--- src/rx_bridge_pkg.sv ---
/*
 * rx bridge package
 * packet format constants, widths, types and the decoder states
 * shared by the receive side of the PCIe to Avalon bridge
 */
package rx_bridge_pkg;

   // stream beat, also one Avalon data word
   typedef logic [63:0] stream_data_t;
   typedef logic [31:0] avl_addr_t;
   typedef logic [7:0]  avl_be_t;
   typedef logic [6:0]  burst_cnt_t;
   typedef logic [9:0]  tlp_len_t;

   localparam int NUM_TAGS          = 8;
   localparam int CPL_WORDS_PER_TAG = 64;
   localparam int TAG_PTR_W         = $clog2(NUM_TAGS);
   localparam int CPL_OFF_W         = $clog2(CPL_WORDS_PER_TAG);
   localparam int CPL_LAST_BIT      = $bits(stream_data_t);

   typedef logic [TAG_PTR_W-1:0] cpl_tag_t;

   // tag in the upper bits, word offset below
   typedef logic [TAG_PTR_W+CPL_OFF_W-1:0] cpl_ram_addr_t;

   // last flag on top of the data word
   typedef logic [CPL_LAST_BIT:0] cpl_ram_word_t;

   // requester id (16), tag (8), length (10), low address (7)
   typedef logic [40:0] pndg_rd_hdr_t;

   typedef enum logic [2:0] {
      RX_IDLE,
      RX_HDR2,
      RX_WR_DATA,
      RX_RD_ISSUE,
      RX_CPL_DATA,
      RX_DISCARD
   } rx_state_e;

   // format and type byte of DW0
   localparam logic [7:0] TLP_MWR32 = 8'h40;
   localparam logic [7:0] TLP_MRD32 = 8'h00;
   localparam logic [7:0] TLP_CPLD  = 8'h4A;

   localparam int BAR0_HIT_BIT     = 0;
   localparam int BAR0_WINDOW_BITS = 20;

   localparam int PNDG_FIFO_DEPTH = 16;
   localparam int PNDG_FIFO_HIGH  = 14;
   localparam int PNDG_PTR_W      = $clog2(PNDG_FIFO_DEPTH);
   localparam int PNDG_USED_W     = PNDG_PTR_W + 1;

endpackage
--- src/pending_rd_fifo.sv ---
/*
 * pending read FIFO
 * 16 read headers waiting for the transmit side, registered output
 */
module pending_rd_fifo (
   input  logic                                  Clk_i,
   input  logic                                  Rstn_i,
   input  logic                                  wr_req_i,
   input  rx_bridge_pkg::pndg_rd_hdr_t           wr_dat_i,
   input  logic                                  rd_req_i,
   output rx_bridge_pkg::pndg_rd_hdr_t           rd_dat_o,
   output logic                                  empty_o,
   output logic [rx_bridge_pkg::PNDG_USED_W-1:0] used_w_o
);
   import rx_bridge_pkg::*;

   pndg_rd_hdr_t          mem_q [PNDG_FIFO_DEPTH];
   logic [PNDG_PTR_W-1:0] wr_ptr_q;
   logic [PNDG_PTR_W-1:0] rd_ptr_q;
   logic                  full;

   assign full    = (used_w_o == PNDG_USED_W'(PNDG_FIFO_DEPTH));
   assign empty_o = (used_w_o == '0);

   always_ff @(posedge Clk_i or negedge Rstn_i)
   begin
      if (!Rstn_i)
      begin
         wr_ptr_q <= '0;
         rd_ptr_q <= '0;
         used_w_o <= '0;
      end
      else
      begin
         if (wr_req_i)
            wr_ptr_q <= wr_ptr_q + 1'b1;
         if (rd_req_i)
            rd_ptr_q <= rd_ptr_q + 1'b1;
         used_w_o <= used_w_o + PNDG_USED_W'(wr_req_i) - PNDG_USED_W'(rd_req_i);
      end
   end

   // data appears the cycle after the pop
   always_ff @(posedge Clk_i)
   begin
      if (wr_req_i)
         mem_q[wr_ptr_q] <= wr_dat_i;
      if (rd_req_i)
         rd_dat_o <= mem_q[rd_ptr_q];
   end

   // decoder throttles at the high mark, transmit side pops only when not empty
   a_no_overflow: assert property (@(posedge Clk_i) disable iff (!Rstn_i)
      wr_req_i |-> !full);

   a_no_underflow: assert property (@(posedge Clk_i) disable iff (!Rstn_i)
      rd_req_i |-> !empty_o);

endmodule

--- config.mk ---
export PLATFORM = sky130hd
export DESIGN_NAME = pending_rd_fifo
export DESIGN_NICKNAME = d
export VERILOG_FILES = /design/src/rx_bridge_pkg.sv /design/src/pending_rd_fifo.sv
export SDC_FILE = /design/constraint.sdc
export NUM_CORES = 1
export LEC_CHECK = 0
export ABC_CLOCK_PERIOD_IN_PS = 5460
export BUFFER_PORTS_ARGS = -buffer_cell sky130_fd_sc_hd__buf_2
export CAP_MARGIN = 20
export CORE_MARGIN = 1.5
export CORE_UTILIZATION = 60
export CTS_CLUSTER_DIAMETER = 30
export CTS_CLUSTER_SIZE = 12
export DETAILED_ROUTE_END_ITERATION = 12
export PLACE_DENSITY_LB_ADDON = 0.08
export SLEW_MARGIN = 40
export SYNTH_ARGS = -nofsm -noshare
export SYNTH_HDL_FRONTEND = slang
export SYNTH_SLANG_ARGS = --single-unit
--- constraint.sdc ---
create_clock -name Clk_i -period 5.46 [get_ports Clk_i]
set_input_delay 1.092 -clock Clk_i [delete_from_list [all_inputs] [get_ports Clk_i]]
set_output_delay 1.092 -clock Clk_i [all_outputs]
set_load 0.1 [all_outputs]
[Word-level counts from Yosys, hierarchy flattened]
Memories as Yosys holds them, arrays and structs flattened. A register that Yosys moved wholly into a read port is not among the register bits.
Index checks and enable logic that the tools add are counted.
Word-level totals
  register bits: 13
  bits in writable memories: 656
  input port bits: 45
  output and inout port bits: 47
  word-level logic and storage cells: 11
  memories: 1
Memory list
  mem_q: words 16, width 41, read ports 1, clocked after memory_dff 1, write ports 1, RTL line pending_rd_fifo.sv:17  | pndg_rd_hdr_t mem_q [PNDG_FIFO_DEPTH];
Operators by class
  add/subtract/negate cells: 4
  multiplexer cells: 2
  reductions and logical operators: 1
Operators with widths (count)
  $add 4x1->4 const B: 2
  $add 5x1->5: 1
  $logic_not 5->1: 1
  $sub 5x1->5: 1
  $mux 1: 2

[Longest topological paths before layout]
  depth in word-level cells: 2
  gate-level depth with buffers: 8
  gate-level depth less buffers: 8

[Worst setup path before layout]
Ideal clock, no wire load.
  path kind: register to output
  from: register used_w_o[3] (netlist bit)
  to: output port empty_o
  arrival: 4.157 ns
  data required time: 4.368 ns
  path slack: 0.211 ns
  cell stages (with the launch flop): 4
  buffers on the path: 0
  cells stage by stage: dfrtp_1 > inv_1 > ha_1 > nor4b_1
On the way
  cells in the longest elaborated chain, start to end: 1
RTL lines
  from (decl): RTL line pending_rd_fifo.sv:13  | output logic [rx_bridge_pkg::PNDG_USED_W-1:0] used_w_o
  from (signal assigned): RTL line pending_rd_fifo.sv:39  | used_w_o <= used_w_o + PNDG_USED_W'(wr_req_i) - PNDG_USED_W'(rd_req_i);
  $logic_not 5->1: RTL line pending_rd_fifo.sv:23  | assign empty_o = (used_w_o == '0);
  to (decl): RTL line pending_rd_fifo.sv:12  | output logic empty_o,
No other way between the ends.

[Worst setup path in the final report]
  from: register used_w_o[2] (netlist bit)
  to: output port empty_o
Same word-level chain as after synthesis.

==> flow_metrics.env <==
export IMPL_yosys_area_share_simple_pct=1.14
export IMPL_grtUsageTotal_pct=25.9
export IMPL_port_buffers=91
export IMPL_grt_pass1_vias=13150
export IMPL_core_area_mm2=0.0434
export IMPL_crit_path_top_delay_cell="buf_2"
export IMPL_drc=0
export IMPL_synthMuxAreaShare_pct=14.0
export IMPL_finalHoldViolCount=0
export IMPL_syn_area_per_cell_um2=23.6
export IMPL_rsz0062_at_grt="no"
export IMPL_placed_area_mm2=0.0280
export IMPL_ys_types=27
export IMPL_final_area_mm2=0.0324
export IMPL_ant_nets=0
export IMPL_cts_buffers=121
export IMPL_ctsResizeCount=0
export IMPL_power_density_mw_per_mm2=630
export IMPL_syn2layout_area_growth_pct=22.3
export IMPL_cp_end_kind="output port"
export IMPL_slew_violations=0
export IMPL_critPathLaunchType="flip-flop"
export IMPL_yosysWarnings=0
export IMPL_die_area_mm2=0.0454
export IMPL_final_util_pct=74.7
export IMPL_htree_levels=3
export IMPL_clk_latency_ps=650
export IMPL_crit_path_max_incr_delay_ps=480
export IMPL_ys_ff_latch=710
export IMPL_grt_pass1_wl_um=83500
export IMPL_drtPass1Iterations=5
export IMPL_path_cells="inv_1 -> ha_1 -> nor4b_1 -> buf_2"
export IMPL_postCtsSetupBuffers=0
export IMPL_hpwlAfterDp_um=30600
export IMPL_grt_max_degree=99
export IMPL_rows=76
export IMPL_wl_um=55600
export IMPL_antenna_found_initial=1
export IMPL_fin_nets=1376
export IMPL_setup_viol=0
export IMPL_post_place_ws_ps=2440
export IMPL_grt_overflow=0
export IMPL_status="complete, no violations"
export IMPL_cts_hold_buffers=0
export IMPL_vias_per_cell=6.15
export IMPL_p_int_mw=13.9
export IMPL_drt_iter0_drc=1149
export IMPL_ff2ff_path_depth=4
export IMPL_maxCapViolCount=0
export IMPL_fin_hold_ws_ps=329
export IMPL_cts_root_buf="clkbuf_16"
export IMPL_crit_fanout=3
export IMPL_cts_buffer_depth=3
export IMPL_cts_sinks=710
export IMPL_gp_congestion=0.758
export IMPL_worst_slew_pin_transition_ps=785
export IMPL_peakVddDrop_mv=0.552
export IMPL_dr_total_vias=12371
export IMPL_synthXorXnorAreaFrac_pct=0.331
export IMPL_fin_setup_tns_ps=0
export IMPL_synthAdderAreaFrac_pct=0.595
export IMPL_fin_crit_ps=3070
export IMPL_p_switching_mw=6.46
export IMPL_hp_class="input pin to async pin"
export IMPL_synth_compound_area_share_pct=2.44
export IMPL_pwr_share_comb_pct=25.7
export IMPL_clkTransAtPathRegs_ps=50
export IMPL_drive_above_1_share_pct=37.0
export IMPL_cts_tree="yes"
export IMPL_required_ps=4370
export IMPL_seqPwrFrac_pct=35.1
export IMPL_synth_fp_nets=1181
export IMPL_die_y_um=213
export IMPL_dp_cells=1781
export IMPL_maxSlewHeadroom_pct=47.7
export IMPL_swShare_pct=31.6
export IMPL_p_clk_share_pct=39.1
export IMPL_ys_seq_area_share_pct=80.2
export IMPL_io_pins=92
export IMPL_die_width_um=213
export IMPL_period_share_pct=56.2
export IMPL_ff2ff_setup_slack_ps=2770
export IMPL_leakage_nw=10.8
export IMPL_critPathArrivalTime_ps=1980
export IMPL_syn_area_mm2=0.0265
export IMPL_synth_top_family_by_area="multiplexers"
export IMPL_crit_type="flip-flop to output port"
export IMPL_max_freq_mhz=326
export IMPL_fin_ws_ps=2390
export IMPL_fin_worst_skew_ps=19.4
export IMPL_p_total_mw=20.4
export IMPL_synthCells=1124
export IMPL_wl_per_cell_um=27.6
export IMPL_start_util_pct=61.1
export IMPL_finalNonFillerCells=2012
-- cells in the final DEF (no fill, tap or decap), types with 13 or more instances in the layout --
cell,instances
buf_2,91
clkinv_1,14
bufinv_16,23
clkinv_4,13
clkinv_2,13
inv_6,16
buf_4,27
nor2_4,13
clkbuf_16,127
edfxtp_1,697
a22oi_1,82
mux4_2,164
clkinvlp_4,14
nand2_1,48
-- layout make-up --
| type | count | area, um^2 |
|---|---|---|
| multi-input combinational | 347 | 5030 |
| timing repair buffer | 131 | 931 |
| fill | 2403 | 11000 |
| clock inverter | 96 | 1200 |
| tap | 585 | 732 |
| sequential | 710 | 21300 |
| inverter | 8 | 30.0 |
| clock buffer | 134 | 3200 |
| antenna | 1 | 2.50 |
-- power by group through the flow --
stage | Clock, mW | Sequential (mW) | Combinational [mW]
5_1_grt | 8.34 | 7.23 | 5.55
3_5_place_dp | 0 | 7.26 | 5.30
6_report | 7.99 | 7.17 | 5.25
2_1_floorplan | 0 | 8.40 | 2.79
3_3_place_gp | 0 | 7.24 | 5.24
4_1_cts | 8.06 | 7.17 | 5.34
-- worst paths after layout --
path / start / end
worst max-delay path: used_w_o[2] / empty_o
worst min-delay path: Rstn_i / used_w_o[1]
worst max register to register: rd_ptr_q[0] / rd_dat_o[10]
worst min register to register: wr_ptr_q[0] / wr_ptr_q[0]
max in group asynchronous: Rstn_i / rd_ptr_q[0]
min in group Clk_i: wr_ptr_q[0] / wr_ptr_q[0]
-- registers in the layout, indices dropped and copies added, names as in the netlist --
name	flops
rd_ptr_q	4
used_w_o	5
mem_q	656
wr_ptr_q	4
rd_dat_o	41
-- worst max-delay path, delay by kind of cell (launching register included) --
kind,cells,cell delay [ps]
flip-flops,1,400
buffers and inverters,2,570
adder cells (fa/ha/maj),1,140
AND/OR/NAND/NOR,1,230
-- synthesized netlist by cell type (all sizes together) --
cell	n	area [um^2]
mux2	1	11.3
o21ai	1	5.00
fa	1	20.0
inv	8	30.0
clkbuf	29	109
nor3	4	20.0
and2	1	6.26
buf	30	208
o21bai	1	7.51
nand2	48	180
a21o	1	7.51
nor4b	1	8.76
ha	11	138
edfxtp	697	20900
dfrtp	13	325
xnor2	5	43.8
xor2	5	43.8
nor2	13	48.8
nand4	2	12.5
nand2b	2	12.5
a22oi	82	616
nor2b	2	12.5
a21oi	2	10.0
mux4	164	3690
-- per-layer routing --
metal | global-route usage, % | up-vias | wire, um
met2 | 42.1 | 481 | 28300
met4 | 8.50 | 0 | 1270
met1 | 35.7 | 6578 | 22400
li1 | - | 5232 | -
met3 | 5.63 | 80 | 3620
met5 | 0 | - | 0
-- cell families (layout without fill, tap and decap cells) --
group | count (synthesis) | after routing
compound gates | 87 | 87
other cells | 0 | 1
buf+inv | 67 | 369
xor+xnor | 10 | 10
simple gates | 73 | 73
mux | 165 | 165
fa+ha+maj | 12 | 12
flops | 710 | 710
(Power assumes the default switching activity.)
