**src/rx_bridge_pkg.sv**
```systemverilog
/*
 * rx bridge package
 * packet format constants, widths, types and the decoder states
 * shared by the receive side of the PCIe to Avalon bridge
 */
package rx_bridge_pkg;

   // stream beat, also one Avalon data word
   typedef logic [63:0] stream_data_t;
   typedef logic [31:0] avl_addr_t;
   typedef logic [7:0]  avl_be_t;
   typedef logic [6:0]  burst_cnt_t;
   typedef logic [9:0]  tlp_len_t;

   localparam int NUM_TAGS          = 8;
   localparam int CPL_WORDS_PER_TAG = 64;
   localparam int TAG_PTR_W         = $clog2(NUM_TAGS);
   localparam int CPL_OFF_W         = $clog2(CPL_WORDS_PER_TAG);
   localparam int CPL_LAST_BIT      = $bits(stream_data_t);

   typedef logic [TAG_PTR_W-1:0] cpl_tag_t;

   // tag in the upper bits, word offset below
   typedef logic [TAG_PTR_W+CPL_OFF_W-1:0] cpl_ram_addr_t;

   // last flag on top of the data word
   typedef logic [CPL_LAST_BIT:0] cpl_ram_word_t;

   // requester id (16), tag (8), length (10), low address (7)
   typedef logic [40:0] pndg_rd_hdr_t;

   typedef enum logic [2:0] {
      RX_IDLE,
      RX_HDR2,
      RX_WR_DATA,
      RX_RD_ISSUE,
      RX_CPL_DATA,
      RX_DISCARD
   } rx_state_e;

   // format and type byte of DW0
   localparam logic [7:0] TLP_MWR32 = 8'h40;
   localparam logic [7:0] TLP_MRD32 = 8'h00;
   localparam logic [7:0] TLP_CPLD  = 8'h4A;

   localparam int BAR0_HIT_BIT     = 0;
   localparam int BAR0_WINDOW_BITS = 20;

   localparam int PNDG_FIFO_DEPTH = 16;
   localparam int PNDG_FIFO_HIGH  = 14;
   localparam int PNDG_PTR_W      = $clog2(PNDG_FIFO_DEPTH);
   localparam int PNDG_USED_W     = PNDG_PTR_W + 1;

endpackage
```
**src/rx_read_resp.sv**
```systemverilog
/*
 * read response unit
 * queues completed tags, streams each tag region out of the
 * completion buffer and releases the tag with its last word
 */
module rx_read_resp (
   input  logic                         Clk_i,
   input  logic                         Rstn_i,
   input  logic                         cpl_req_i,
   input  rx_bridge_pkg::cpl_tag_t      cpl_tag_i,
   input  rx_bridge_pkg::cpl_ram_word_t cplram_rd_dat_i,
   output rx_bridge_pkg::cpl_ram_addr_t cplram_rd_addr_o,
   output rx_bridge_pkg::stream_data_t  TxReadData_o,
   output logic                         TxReadDataValid_o,
   output logic                         CplTagRelease_o
);
   import rx_bridge_pkg::*;

   cpl_tag_t             tag_q [NUM_TAGS];
   logic [TAG_PTR_W-1:0] wr_ptr_q;
   logic [TAG_PTR_W-1:0] rd_ptr_q;
   logic [TAG_PTR_W:0]   count_q;
   logic [CPL_OFF_W-1:0] off_q;
   logic                 valid_q;
   logic                 last_beat;
   logic                 issue;

   assign last_beat = valid_q & cplram_rd_dat_i[CPL_LAST_BIT];
   // the read issued alongside the last word is dropped
   assign issue     = (count_q != '0) & ~last_beat;

   assign cplram_rd_addr_o  = {tag_q[rd_ptr_q], off_q};
   assign TxReadData_o      = cplram_rd_dat_i[CPL_LAST_BIT-1:0];
   assign TxReadDataValid_o = valid_q;
   assign CplTagRelease_o   = last_beat;

   always_ff @(posedge Clk_i)
   begin
      if (cpl_req_i)
         tag_q[wr_ptr_q] <= cpl_tag_i;
   end

   always_ff @(posedge Clk_i or negedge Rstn_i)
   begin
      if (!Rstn_i)
      begin
         wr_ptr_q <= '0;
         rd_ptr_q <= '0;
         count_q  <= '0;
         off_q    <= '0;
         valid_q  <= 1'b0;
      end
      else
      begin
         if (cpl_req_i)
            wr_ptr_q <= wr_ptr_q + 1'b1;
         if (last_beat)
            rd_ptr_q <= rd_ptr_q + 1'b1;
         count_q <= count_q + (TAG_PTR_W+1)'(cpl_req_i) - (TAG_PTR_W+1)'(last_beat);
         // valid trails the read by one cycle to meet the RAM data
         valid_q <= issue;
         if (last_beat)
            off_q <= '0;
         else if (issue)
            off_q <= off_q + 1'b1;
      end
   end

   // each tag carries one completion, so the decoder never has more than eight
   a_no_queue_overflow: assert property (@(posedge Clk_i) disable iff (!Rstn_i)
      cpl_req_i |-> (count_q < (TAG_PTR_W+1)'(NUM_TAGS)));

endmodule

```
**config.mk**
```make
export PLATFORM = sky130hd
export DESIGN_NAME = rx_read_resp
export DESIGN_NICKNAME = d
export VERILOG_FILES = /design/src/rx_bridge_pkg.sv /design/src/rx_read_resp.sv
export SDC_FILE = /design/constraint.sdc
export NUM_CORES = 1
export LEC_CHECK = 0
export BUFFER_PORTS_ARGS = -buffer_cell sky130_fd_sc_hd__buf_4
export CORE_MARGIN = 3
export CORE_UTILIZATION = 25
export DETAILED_ROUTE_END_ITERATION = 16
export GPL_ROUTABILITY_DRIVEN = 0
export PLACE_DENSITY_LB_ADDON = 0.1
export SLEW_MARGIN = 5
export SYNTH_ARGS = -nofsm -noshare
export SYNTH_HDL_FRONTEND = slang
export SYNTH_SLANG_ARGS = --single-unit
```
**constraint.sdc**
```tcl
create_clock -name Clk_i -period 3.82 [get_ports Clk_i]
set_input_delay 0.191 -clock Clk_i [delete_from_list [all_inputs] [get_ports Clk_i]]
set_output_delay 0.191 -clock Clk_i [all_outputs]
set_load 0.02 [all_outputs]
```
---- After elaboration in Yosys (flattened, before gate mapping) ----
Memory sizes are Yosys's and may differ from the RTL's.
Index checks and enable logic that the tools add are counted.
word-level totals
  bits of input ports ..................... 71
  memories kept ........................... 1
  register bits after elaboration ......... 17
  word-level logic and storage cells ...... 20
  output and inout port bits .............. 75
  RAM bits ................................ 24
memories
  memory  words  bits a word  read ports  clocked after memory_dff  wr ports  line                RTL
  tag_q   8      3            1           0                         1         rx_read_resp.sv:19  cpl_tag_t tag_q [NUM_TAGS];
operators by class
  add/subtract/negate cells ............... 5
  mux-type cells .......................... 4
  bitwise logic cells ..................... 3
  reduce and logical (&&, ||, !) cells .... 2
operators with widths
  cell                                                            count
  6-bit 2-to-1 mux                                                2
  3-bit by 1-bit adder with 3-bit output (second input constant)  2
  6-bit by 1-bit adder with 6-bit output (second input constant)  1
  4-bit by 1-bit adder with 4-bit output                          1
  4-bit nonzero test                                              1
  4-bit by 1-bit subtractor with 4-bit output                     1
  1-bit AND                                                       2
  1-bit 2-to-1 mux                                                2
  2-bit nonzero test                                              1
  1-bit inverter                                                  1

---- Logic depth before layout (Yosys ltp) ----
  depth in word-level cells ............... 5
  depth in mapped cells ................... 8
  mapped depth without buffers ............ 8

---- Worst setup path before layout ----
No wires, ideal clock.
  path kind ............................... reg2reg
  start ................................... register valid_q (netlist: TxReadDataValid_o)
  end ..................................... register count_q[2]
  data required time ...................... 3.697 ns
  cell stages (with the launch flop) ...... 9
  data arrival time ....................... 1.469 ns
  library setup time ...................... 0.123 ns
  period minus slack after synthesis ...... 1.592 ns
  setup slack ............................. 2.228 ns
  buffers on the path ..................... 0
  path through ............................ dfrtp_1 -> nand2_1 -> inv_1 -> nand2b_1 -> nand2_1 -> ha_1 -> inv_1 -> fa_1 -> xnor2_1
on the way
  longest elaborated chain between the ends .. 2
RTL lines
  what                                         line                RTL
  start: declaration                           rx_read_resp.sv:24  logic valid_q;
  start signal: assignment                     rx_read_resp.sv:61  valid_q <= issue;
  1-bit AND                                    rx_read_resp.sv:28  assign last_beat = valid_q & cplram_rd_dat_i[CPL_LAST_BIT];
  4-bit by 1-bit subtractor with 4-bit output  rx_read_resp.sv:59  count_q <= count_q + (TAG_PTR_W+1)'(cpl_req_i) - (TAG_PTR_W+1)'(last_beat);
  end signal: assignment                       rx_read_resp.sv:59
  end: declaration                             rx_read_resp.sv:22  logic [TAG_PTR_W:0] count_q;
No other way between the ends.
A chain may end at the register's enable or synchronous reset.

---- Final worst setup path ----
  start ................................... register rd_ptr_q[0]
  end ..................................... output cplram_rd_addr_o[6]
on the way
  longest elaborated chain between the ends .. 1
RTL lines
  what                      line                RTL
  start: declaration        rx_read_resp.sv:21  logic [TAG_PTR_W-1:0] rd_ptr_q;
  start signal: assignment  rx_read_resp.sv:58  rd_ptr_q <= rd_ptr_q + 1'b1;
  memory read 8 x 3 bit     --
  end: declaration          rx_read_resp.sv:12  output rx_bridge_pkg::cpl_ram_addr_t cplram_rd_addr_o,
No other way between the ends.

==> flow_summary_export.csv <==
group,metric,value,unit
grt,grt_max_degree,18,
routing,dr.max_layer_used,"met4",
timing,tns,0,ns
finish,layout-drive-gt1-share,20.1,%
grt,grt_pass1_vias,1130,
routing,detail_route.wl_per_cell,16.8,um
finish,fin_nets,222,
cts,clock-sinks,41,
yosys,synth_seq_area_share,50.4,%
setup_path,cpPeakStageDelay,0.62,ns
routing,drt_wl_total,4230,um
routing,routed-wl-met2,1830,um
grt,antenna_found_initial,0,
yosys,ys_warn_count,0,
timing,grt_setup_unrepaired,"false",
yosys,synth_fp_nets,265,
die,die_area,10300,um2
die,ios,146,
setup_path,path_cells,"mux4_1 > mux2_2 > buf_4",
grt,grt_overflow,0,
setup_path,cp-start-kind,"flip-flop",
timing,finalSetupViolCount,0,
yosys,synth_cells,186,
cts,htree_num_levels,2,
outcome,outcome,"complete, no violations",
timing,fmax,466,MHz
setup_path,crit_slowest_cell,"mux4_1",
setup_path,path_max_fanout,8,
setup_path,cp-end-kind,"output pin",
routing,wl_met1,1760,um
yosys,synth-seq-cells,41,
power,p_leak,0.000862,uW
setup_path,required,3.63,ns
power,powerDensity,768,nW/um2
routing,num_vias,1061,
timing,worst_pin_slew,1.18,ns
die,start_util,25.9,%
yosys,synthesis.area,2270,um2
timing,max-slew-margin-rel,21.1,%
yosys,ys_types,26,
timing,clock_skew,0.00590,ns
finish,synthToLayoutAreaGrowth,-4.13,%
placed_design,post_dp_cell_area,2030,um2
cts,cts.path.max_buffers,2,
timing,slew_violations,0,
yosys,avgSynthCellArea,12.2,um2
cts,clock-root-buffer,"clkbuf_8",
finish,multi_input_area,593,um2
placed_design,dp_hpwl,3100,um
routing,vias_per_cell,4.21,
cts,cts_buffers,5,
setup_path,crit_family,"multiplexers",
run,maxCapViolCount,0,
placed_design,io_buffers,17,
grt,grt_usage,8.58,%
worst_hold_path,min-delay-path-class,"input port to flip-flop",
die,core.rowCount,34,
cts,cts.clk_slew.worst_paths,0.09,ns
cts,cts_resized,0,
finish,final_cell_area,2180,um2
timing,post-route-period-util,56.2,%
timing,whs,0.122,ns
cts,cts_tree,"done",
routing,ant_nets,0,
routing,met3_length,402,um
setup_path,arrival,1.95,ns
finish,ff_latch_area,1150,um2
finish,diodes,0,
routing,firstDrtPassIters,3,
power,max-vdd-ir-drop,0.000297,V
die,coreArea,8760,um2
routing,route.detailed.drc,0,
die,die_w,101,um
finish,fill_cells,900,
routing,drt-initial-drc-count,47,
cts,post_cts_buffers,0,
cts,clkLatencyLatePin,0.30,ns
power,finalPower,1670,uW
setup_path,worst-setup-path-type,"flip-flop to output pin",
grt,grt_pass1_wl,6580,um
die,fp.dieH,101,um
setup_path,path_buf_inv,1,
timing,period_minus_slack,2.15,ns
timing,hold_viol,0,
[cell usage after synthesis]
master	number	area, um2
a21o_1	1	7.51
a21oi_1	5	25.0
buf_2	1	5.00
buf_4	64	480
buf_6	1	11.3
clkbuf_1	2	7.51
dfrtp_1	17	425
edfxtp_1	24	721
fa_1	1	20.0
ha_1	7	87.6
inv_1	8	30.0
mux2_2	4	45.0
mux2i_1	1	10.0
mux4_1	6	158
nand2_1	12	45.0
nand2b_1	4	25.0
nand3_1	1	5.00
nor2_1	9	33.8
nor3_1	2	10.0
nor3b_1	1	7.51
o21ai_0	2	10.0
o31ai_1	2	15.0
or3_1	2	12.5
or4_1	2	15.0
xnor2_1	4	35.0
xor2_1	3	26.3
[layout make-up]
type / instances / share of cell area, %
sequential: 41 / 52.6
multi-input combinational: 69 / 27.2
timing repair buffer: 18 / 6.31
tap: 108 / 6.20
clock buffer: 5 / 3.16
clock inverter: 3 / 3.16
inverter: 8 / 1.38
[placed cells by master, fill, tap and decap left out, drive strengths merged]
cell type    Yosys  layout
edfxtp          24      24
xor2             3       3
or3              2       2
nand2           12      12
a21o             1       1
mux2             4       4
nor2             9       9
nor3b            1       1
or4              2       2
xnor2            4       4
a21oi            5       5
fa               1       1
mux4             6       6
nor3             2       2
dfrtp           17      17
nand2b           4       4
bufinv           0       2
o31ai            2       2
inv              8       9
ha               7       7
clkbuf           2       5
o21ai            2       2
buf             66      17
nand3            1       1
dlygate4sd3      0       1
mux2i            1       1
[routing by layer]
| layer | vias to the layer above | track usage [%] |
|---|---|---|
| li1 | 477 | - |
| met1 | 490 | 10.6 |
| met2 | 55 | 11.7 |
| met3 | 39 | 3.99 |
| met4 | 0 | 6.13 |
| met5 | - | 0 |
[power by group]
part	switching (uW)	internal [uW]
Clock	164	263
Sequential	114	590
Combinational	268	275
Total	545	1130
[registers in the layout, summed over array words and instances (netlist names)]
signal and cells:
tag_q 24, count_q 4, rd_ptr_q 3, TxReadDataValid_o 1, wr_ptr_q 3, off_q 6
[stage by stage]
step | setup slack (ns) | instances | utilization (%)
finish | 1.67 | 252 | 24.9
floorplan | 2.23 | 186 | -
global placement | 1.87 | 243 | 23.2
detailed placement | 1.84 | 243 | 23.2
global route | 1.57 | 252 | 24.9
CTS | 1.64 | 252 | 24.9
[timing repair]
| item | 4_1_cts | 5_1_grt |
|---|---|---|
| hold buffers | 1 | 0 |
| hold endpoints to repair | 17 | 0 |
| setup endpoints to repair | 0 | 0 |
[logic make-up after synthesis]
family / after synthesis / synth area share, %
xor gates and xnor gates: 7 / 2.70
muxes: 11 / 9.36
buffers and inverters: 76 / 23.5
and+or+nand+nor: 33 / 6.77
AOI/OAI and AO/OA: 10 / 2.53
DFF: 41 / 50.4
adders and majority gates: 8 / 4.73
[worst paths after layout]
path | from | to | depth (start not counted) | slack, ns
setup / recovery | rd_ptr_q[0]$_DFFE_PN0P_ | cplram_rd_addr_o[6] | 3 | 1.67
hold / removal | cpl_tag_i[1] | tag_q[7][1]$_DFFE_PP_ | 1 | 0.12
setup reg to reg | count_q[2]$_DFF_PN0_ | off_q[3]$_DFFE_PN0P_ | 5 | 1.82
hold reg to reg | wr_ptr_q[2]$_DFFE_PN0P_ | wr_ptr_q[2]$_DFFE_PN0P_ | 1 | 0.57
max in group asynchronous | Rstn_i | TxReadDataValid_o$_DFF_PN0_ | 2 | 3.31
min in group asynchronous | Rstn_i | wr_ptr_q[1]$_DFFE_PN0P_ | 2 | 0.31
(Power assumes the default switching activity.)
